File: src/hw/ppu_pkg.sv
/*
 * Shared types for the output-clock post-processing chain: color and
 * stream structs, scanline and configuration words, range constants
 */
`default_nettype none

package ppu_pkg;

  // ==========================================================================
  // Widths
  // ==========================================================================

  // One color channel
  typedef logic [7:0] color_t;

  // Expanded scanline strength where 255 darkens fully
  typedef logic [7:0] sl_str_t;

  // Strength code as it arrives in the configuration word
  typedef logic [3:0] sl_code_t;

  // ==========================================================================
  // Stream
  // ==========================================================================

  typedef struct packed {
    color_t r;
    color_t g;
    color_t b;
  } rgb_t;

  // Sync is active high
  typedef struct packed {
    logic vsync;
    logic hsync;
    logic de;
    rgb_t rgb;
  } video_t;

  // ==========================================================================
  // Configuration
  // ==========================================================================

  // Settings for one scanline stage
  typedef struct packed {
    logic    en;
    sl_str_t str;
  } sl_cfg_t;

  // External configuration word of 12 bits
  typedef struct packed {
    sl_code_t v_str;
    sl_code_t h_str;
    logic     limited_rgb;
    logic     h2v_linked;
    logic     v_en;
    logic     h_en;
  } cfg_word_t;

  // Limited range maps 0..255 onto 16..235
  localparam color_t LIMIT_COEFF  = 8'd220;
  localparam color_t LIMIT_OFFSET = 8'd16;

  // Cycles from top input to top output
  localparam int OUT_LATENCY = 5;

endpackage

`default_nettype wire

File: src/hw/limit_rgb_stage.sv
/*
 * Limited-range RGB conversion in three pipeline steps, with the
 * full-range color and sync delayed alongside
 */
`timescale 1ns/1ps
`default_nettype none

module limit_rgb_stage
  import ppu_pkg::*;
(
  input  logic   VCLK_Tx,
  input  logic   nVRST_Tx,
  input  video_t video_i,
  input  logic   limited_rgb_i,
  output video_t video_o
);

  // Index 2 is red, 0 is blue
  color_t [2:0]        ch_in;
  logic   [2:0][15:0]  prod;
  logic   [2:0][8:0]   scaled_q;
  color_t [2:0]        rounded_q;
  color_t [2:0]        ch_lim;
  rgb_t                rgb_lim;

  // Unmodified stream two cycles behind the input
  video_t vid_d1;
  video_t vid_d2;

  assign ch_in   = video_i.rgb;
  assign rgb_lim = ch_lim;

  always_comb begin
    for (int i = 0; i < 3; i++) begin
      prod[i]   = ch_in[i] * LIMIT_COEFF;
      ch_lim[i] = rounded_q[i] + LIMIT_OFFSET;
    end
  end

  // ==========================================================================
  // Pipeline
  // ==========================================================================

  always_ff @(posedge VCLK_Tx or negedge nVRST_Tx) begin
    if (!nVRST_Tx) begin
      scaled_q  <= '0;
      rounded_q <= '0;
      vid_d1    <= '0;
      vid_d2    <= '0;
      video_o   <= '0;
    end else begin
      for (int i = 0; i < 3; i++) begin
        // Top nine bits then round half up to eight
        scaled_q[i]  <= prod[i][15:7];
        rounded_q[i] <= scaled_q[i][8:1] + color_t'(scaled_q[i][0]);
      end
      vid_d1        <= video_i;
      vid_d2        <= vid_d1;
      video_o.vsync <= vid_d2.vsync;
      video_o.hsync <= vid_d2.hsync;
      video_o.de    <= vid_d2.de;
      video_o.rgb   <= limited_rgb_i ? rgb_lim : vid_d2.rgb;
    end
  end

endmodule

`default_nettype wire

File: src/hw/ppu_cfg_decode.sv
/*
 * Configuration decoder: registers the configuration word, expands the
 * scanline strength codes and resolves the h2v link
 */
`timescale 1ns/1ps
`default_nettype none

module ppu_cfg_decode
  import ppu_pkg::*;
(
  input  logic      VCLK_Tx,
  input  logic      nVRST_Tx,
  input  cfg_word_t cfg_i,
  output sl_cfg_t   v_sl_o,
  output sl_cfg_t   h_sl_o,
  output logic      limited_rgb_o
);

  // Add one, shift by four, subtract one
  // Code 0 gives 15, code 15 gives 255
  function automatic sl_str_t expand_str(input sl_code_t code);
    logic [8:0] step;
    step = ({5'd0, code} + 9'd1) << 4;
    return sl_str_t'(step - 9'd1);
  endfunction

  sl_code_t v_code;

  // Linked mode takes the horizontal strength for both directions
  assign v_code = cfg_i.h2v_linked ? cfg_i.h_str : cfg_i.v_str;

  // ==========================================================================
  // Settings register
  // ==========================================================================

  always_ff @(posedge VCLK_Tx or negedge nVRST_Tx) begin
    if (!nVRST_Tx) begin
      v_sl_o        <= '0;
      h_sl_o        <= '0;
      limited_rgb_o <= 1'b0;
    end else begin
      h_sl_o.en     <= cfg_i.h_en;
      h_sl_o.str    <= expand_str(cfg_i.h_str);
      // Enable stays separate even when linked
      v_sl_o.en     <= cfg_i.v_en;
      v_sl_o.str    <= expand_str(v_code);
      limited_rgb_o <= cfg_i.limited_rgb;
    end
  end

endmodule

`default_nettype wire

File: src/hw/ppu_out_top.sv
/*
 * Output-clock post-processing top: configuration decoder, vertical and
 * horizontal scanline stages and the limited-range output stage
 */
`timescale 1ns/1ps
`default_nettype none

module ppu_out_top
  import ppu_pkg::*;
(
  input  logic      VCLK_Tx,
  input  logic      nVRST_Tx,
  input  cfg_word_t cfg_i,
  input  video_t    video_i,
  output video_t    video_o
);

  // Latency is OUT_LATENCY cycles in total:
  // one per scanline stage, three in the range stage

  sl_cfg_t v_sl_w;
  sl_cfg_t h_sl_w;
  logic    limited_rgb_w;
  video_t  vsl_video_w;
  video_t  hsl_video_w;

  // ==========================================================================
  // Configuration
  // ==========================================================================

  ppu_cfg_decode u_cfg_decode (
    .VCLK_Tx       (VCLK_Tx),
    .nVRST_Tx      (nVRST_Tx),
    .cfg_i         (cfg_i),
    .v_sl_o        (v_sl_w),
    .h_sl_o        (h_sl_w),
    .limited_rgb_o (limited_rgb_w)
  );

  // ==========================================================================
  // Video chain
  // ==========================================================================

  // Alternate columns
  scanline_stage #(
    .VERTICAL (1'b1)
  ) u_vsl (
    .VCLK_Tx  (VCLK_Tx),
    .nVRST_Tx (nVRST_Tx),
    .video_i  (video_i),
    .sl_i     (v_sl_w),
    .video_o  (vsl_video_w)
  );

  // Alternate lines
  scanline_stage #(
    .VERTICAL (1'b0)
  ) u_hsl (
    .VCLK_Tx  (VCLK_Tx),
    .nVRST_Tx (nVRST_Tx),
    .video_i  (vsl_video_w),
    .sl_i     (h_sl_w),
    .video_o  (hsl_video_w)
  );

  limit_rgb_stage u_limit (
    .VCLK_Tx       (VCLK_Tx),
    .nVRST_Tx      (nVRST_Tx),
    .video_i       (hsl_video_w),
    .limited_rgb_i (limited_rgb_w),
    .video_o       (video_o)
  );

endmodule

`default_nettype wire

File: src/hw/scanline_stage.sv
/*
 * Scanline darkening stage with one cycle of latency.
 * VERTICAL = 1 darkens odd columns, VERTICAL = 0 darkens odd lines
 */
`timescale 1ns/1ps
`default_nettype none

module scanline_stage
  import ppu_pkg::*;
#(
  parameter bit VERTICAL = 1'b1
) (
  input  logic    VCLK_Tx,
  input  logic    nVRST_Tx,
  input  video_t  video_i,
  input  sl_cfg_t sl_i,
  output video_t  video_o
);

  // c - floor(c * str / 256) cannot go below zero
  function automatic color_t darken(input color_t c, input sl_str_t s);
    logic [15:0] prod;
    prod = c * s;
    return c - prod[15:8];
  endfunction

  // Parity of the current column or line
  logic   odd_q;
  video_t dimmed;

  // ==========================================================================
  // Position counter
  // ==========================================================================

  if (VERTICAL) begin : g_column
    // First pixel of a line is column 0
    always_ff @(posedge VCLK_Tx or negedge nVRST_Tx) begin
      if (!nVRST_Tx) begin
        odd_q <= 1'b0;
      end else if (!video_i.de) begin
        odd_q <= 1'b0;
      end else begin
        odd_q <= ~odd_q;
      end
    end
  end else begin : g_line
    // video_o holds last cycle's de, so a falling edge is
    // old de high with new de low
    always_ff @(posedge VCLK_Tx or negedge nVRST_Tx) begin
      if (!nVRST_Tx) begin
        odd_q <= 1'b0;
      end else if (video_i.vsync) begin
        odd_q <= 1'b0;
      end else if (video_o.de && !video_i.de) begin
        odd_q <= ~odd_q;
      end
    end
  end

  // ==========================================================================
  // Darkening
  // ==========================================================================

  always_comb begin
    dimmed = video_i;
    if (sl_i.en && odd_q && video_i.de) begin
      dimmed.rgb.r = darken(video_i.rgb.r, sl_i.str);
      dimmed.rgb.g = darken(video_i.rgb.g, sl_i.str);
      dimmed.rgb.b = darken(video_i.rgb.b, sl_i.str);
    end
  end

  // Sync and color share the one output register
  always_ff @(posedge VCLK_Tx or negedge nVRST_Tx) begin
    if (!nVRST_Tx) begin
      video_o <= '0;
    end else begin
      video_o <= dimmed;
    end
  end

endmodule

`default_nettype wire

File: config.mk
export PLATFORM = sky130hd
export DESIGN_NAME = ppu_out_top
export DESIGN_NICKNAME = d
export VERILOG_FILES = /design/src/hw/ppu_pkg.sv /design/src/hw/limit_rgb_stage.sv /design/src/hw/ppu_cfg_decode.sv /design/src/hw/ppu_out_top.sv /design/src/hw/scanline_stage.sv
export SDC_FILE = /design/constraint.sdc
export NUM_CORES = 1
export LEC_CHECK = 0
export ABC_AREA = 1
export BUFFER_PORTS_ARGS = -buffer_cell sky130_fd_sc_hd__buf_2
export CAP_MARGIN = 0
export CORE_AREA = 2 2 284 286
export CTS_BUF_LIST = sky130_fd_sc_hd__clkbuf_8
export DETAILED_ROUTE_END_ITERATION = 6
export DIE_AREA = 0 0 286 288
export HOLD_SLACK_MARGIN = 0.08
export PLACE_DENSITY_LB_ADDON = 0.2
export REMOVE_ABC_BUFFERS = 1
export SYNTH_ARGS = -nofsm -noshare
export SYNTH_HDL_FRONTEND = slang
export SYNTH_SLANG_ARGS = --single-unit
File: constraint.sdc
create_clock -name VCLK_Tx -period 15.1 [get_ports VCLK_Tx]
set_clock_uncertainty 0.1 [all_clocks]
set_input_delay 3.02 -clock VCLK_Tx [delete_from_list [all_inputs] [get_ports VCLK_Tx]]
set_output_delay 3.02 -clock VCLK_Tx [all_outputs]
set_load 0.01 [all_outputs]
# == Word level (Yosys, flattened, before mapping) ==
# Index checks and enable logic that the tools add are counted.
# totals
romBits,0
regBits,207
mem_count,0
mem_bits_rw,0
latch_bits,0
# op_classes
n_bitwise,2
div,0
n_reduce_logical,7
eq_ne,0
addsub,16
magnitude_cmp,0
muxes,7
shift,0
mul,9
# ops
operator,n
$mul A8 B8 Y16,6
$mux W24,3
$sub A8 B8 Y8,6
$mul A8 B6 Y14 const B,3
$add A8 B1 Y8,3
$add A8 B5 Y8 const B,3
$sub A8 B1 Y8 const B,2
$add A4 B1 Y4 const B,2
$logic_and A1 B1 Y1,5
$mux W4,1
$mux W1,3
$not A1 Y1,2
$reduce_bool A2 Y1,1
$logic_not A1 Y1,1

# == Longest topological paths before layout ==
# depth
word_depth,4
ltp_mapped,33
ltp_nobuf,31

# == Cells and area by module ==
# Synthesis repeated with hierarchy kept, for this count alone.
# unflattened
cells_unflattened,3183
hier_area_um2,24806.3
# modules_own_cells
mod,n_inst,cells_per_inst,seq_area_each_um2,area_per_inst_um2
scanline_stage at u_hsl,1,1191,700.7,8365.5
scanline_stage at u_vsl,1,1175,700.7,8281.7
limit_rgb_stage,1,744,3303.2,7526.0
ppu_cfg_decode,1,73,300.3,633.1

# == Worst setup path before layout ==
# Ideal clock, no wire load.
# synth_timing
path_kind,input -> register
from,in video_i[11] (netlist name)
to,reg u_vsl.video_o[14] (netlist name)
required_ps,14865
slack_ps,7326
setup_ps,135
stages,26
arrival_time_ps,7538
cell_sequence,clkbuf_1 > nand2_1 > inv_1 > fa_1 > inv_1 > fa_1 > inv_1 > fa_1 > inv_1 > fa_1 > inv_1 > ha_1 > a21oi_1 > o21ai_0 > a21oi_1 > xnor2_1 > ha_1 > inv_1 > fa_1 > nand3_1 > nand2_1 > nand2_1 > nand2_1 > a21oi_1 > xor2_1 > o21ai_0
# synth_lines
item,line,text
start: declaration,ppu_out_top.sv:14,"input video_t video_i,"
end signal: assignment,scanline_stage.sv:78,video_o <= dimmed;
end: declaration,scanline_stage.sv:17,output video_t video_o

==> flow_summary.yaml <==
sta:
  holdWs_ps: 236
  clock.fmax_mhz: 130
  drv_slew: 0
  period_minus_slack_ps: 7710
  setup_viol: 0
  max_slew_margin: 0.353
  hold_violations: 0
  tightest_slew_ps: 969
  rsz0062_at_grt: "false"
  fin_setup_tns_ps: 0
  period_share: 0.511
flow_run:
  cap_violations: 0
worst_setup_path:
  required_ps: 15390
  crit_family: "adder cells"
  r2r_start: "u_cfg_decode.v_sl_o[3]"
  crit_path_max_fanout: 7
  critical_path_arrival_ps: 8000
  cp-end-kind: "flop"
  worst-path-buf-inv: 7
  r2r_cells: 24
  r2r_end: "u_vsl.video_o[23]"
  rrSetupSlack_ps: 9050
  critPathMaxStageDelay_ps: 540
  critical_path.startpoint: "video_i[13]"
  path_class: "in2reg"
  cp_common_cell: "inv_1"
  critPathLaunchType: "input pin"
  cp_slowest_cell: "fa_1"
cts:
  holdBufCountCts: 0
  cts_post_setup_buffers_inserted: 0
  clk_transition_reported_paths_ps: 120
  cts_buffers: 17
  cts_root_buffer: "clkbuf_8"
  clock_latency_ps: 550
  tritoncts: "done"
  clock_path_buffers: 2
  htreeDepth: 4
  cts_sinks: 200
  cts_resized: 0
min_path:
  min_path_type: "reg2reg"
  min_to: "u_hsl.video_o[25]"
  holdPathStages: 0
  min_from: "u_vsl.video_o[25]"
yosys:
  yosysMostFrequentCell: "inv_1"
  async_flop_share: 1.00
  synthFlopType: "dfrtp_1"
  synth_edf_count: 0
  syn_area_um2: 22800
  yosysTopAreaCell: "dfrtp_1"
  postSynthCellCount: 2735
  ys_types: 35
  ys_top_cells_by_area: "dfrtp_1 22%, fa_1 22%, ha_1 18%, inv_1 12%, nand2_1 10%"
  avgSynthCellArea_um2: 8.34
  ys_top_cells_by_count: "706 x inv_1, 634 x nand2_1, 337 x ha_1, 249 x fa_1, 200 x dfrtp_1"
  yosysWarnings: 0
  synthDominantCellAreaShare: 0.219
  ys_seq_elements: 200
  ys_seq_area_frac: 0.219
drt:
  drtPass1Iterations: 5
  vias_per_cell: 4.06
  drc: 0
  dr_total_vias: 15700
  drt_iter0_drc: 627
  routedWlPerCell_um: 12.0
  ant_nets: 0
  wirelength_um: 46200
finish:
  fill_cells: 8649
  utilization: 0.311
  seq_area_um2: 5010
  syn_to_final_growth_pct: 8.72
  nets: 3417
  multi_input_area_um2: 14900
  drive_gt1_frac: 0.0514
die:
  placementRows: 104
  io_pins: 68
  initial_core_util: 0.286
  die_w_um: 286
  core_region_area_um2: 79600
  die-area_um2: 82400
  die_h_um: 288
global_route:
  antenna_found_initial: 1
  grt_overflow: 0
  grt_first_pass_wirelength_um: 80000
  grt_max_degree: 73
  grt_pass1_vias: 16300
  grt_use_total: 0.119
placement:
  place_congestion: 0.783
  hpwlAfterDp_um: 38300
  portBuffers: 67
outcome:
  outcome: "completed"
-- placed cells by master, fill, tap and decap left out, types with 2 or more instances in the layout --
cell type / n
nand2_1: 634
inv_1: 707
inv_6: 4
o21ai_1: 10
nor3_2: 3
nand3_1: 70
xnor2_1: 47
nor3_1: 6
buf_4: 13
buf_2: 66
o21bai_1: 5
a31oi_1: 11
a21oi_1: 137
mux2_2: 3
a21o_1: 8
nor2_1: 69
xor2_1: 91
nand2_2: 9
o21ai_0: 60
inv_2: 9
clkinv_8: 2
fa_1: 249
nor2_2: 3
clkinv_4: 2
o21ai_2: 2
clkbuf_8: 17
o31ai_2: 2
inv_8: 3
ha_1: 337
dfrtp_1: 199
nand4_1: 13
-- state kept, by name (all words and copies together) (netlist names) --
register,count
u_cfg_decode.h_sl_o,5
u_cfg_decode.limited_rgb_o,1
u_cfg_decode.v_sl_o,6
u_hsl.odd_q,1
u_hsl.video_o,27
u_limit.rounded_q,24
u_limit.scaled_q,27
u_limit.vid_d1,27
u_limit.vid_d2,27
u_limit.video_o,27
u_vsl.odd_q,1
u_vsl.video_o,27
-- through the flow --
| step | std cells | setup slack, ps | area [µm²] |
|---|---|---|---|
| after global routing | 3863 | 7040 | 24800 |
| after global placement | 3831 | 6890 | 24400 |
| after floorplan | 2691 | 7300 | 22600 |
| after detailed placement | 3831 | 6800 | 24400 |
| after CTS | 3862 | 7410 | 24800 |
| final | 3863 | 7390 | 24800 |
-- layout make-up --
type	count	share of cell area
well taps	1060	0.0535
repair buffers	80	0.0179
diodes	1	0.000101
clock buffers	17	0.00943
multi-input cells	1776	0.603
inverters	715	0.108
clock inverters	14	0.00646
flip-flops and latches	200	0.202
-- routing by layer --
| metal | GRT usage | routed length [µm] | up-vias |
|---|---|---|---|
| met3 | 0.0103 | 558 | 23 |
| li1 | - | - | 8308 |
| met4 | 0.0272 | 439 | 0 |
| met1 | 0.167 | 24100 | 7263 |
| met5 | 0 | 0 | - |
| met2 | 0.197 | 21100 | 91 |
-- worst reg2reg max path, cell delays in order (launching register included) --
cell	delay, ps
dfrtp_2	630
buf_4	440
nand2_1	240
inv_1	180
fa_1	440
fa_1	490
inv_1	50
fa_1	500
fa_1	540
inv_1	40
ha_1	350
a21oi_1	180
o21ai_0	100
a21oi_1	270
o21ai_1	110
xor2_1	160
ha_1	340
a21oi_1	150
o21ai_0	90
a31oi_1	210
inv_1	60
nand2_1	80
nand3_1	60
nand2_1	80
nand2_1	40
-- kinds of logic after synthesis --
family,synth area share
DFF,0.219
and+or+nand+nor,0.141
other,0.000164
buffers and inverters,0.125
AOI/OAI and AO/OA,0.0561
xor gates and xnor gates,0.0530
adders and majority gates,0.403
muxes,0.00148
-- worst max-delay path by stage --
stage	end	slack, ps	cells past startpoint
after CTS	u_vsl.video_o[14]	7410	26
after global routing	u_vsl.video_o[23]	7040	24
after detailed placement	u_vsl.video_o[14]	6800	26
after global placement	u_vsl.video_o[6]	6890	26
after floorplan	u_vsl.video_o[14]	7300	25
final	u_vsl.video_o[14]	7390	26
Power is not shown: default switching activity piles up to over one toggle a cycle in this logic, so the estimate is an artifact.
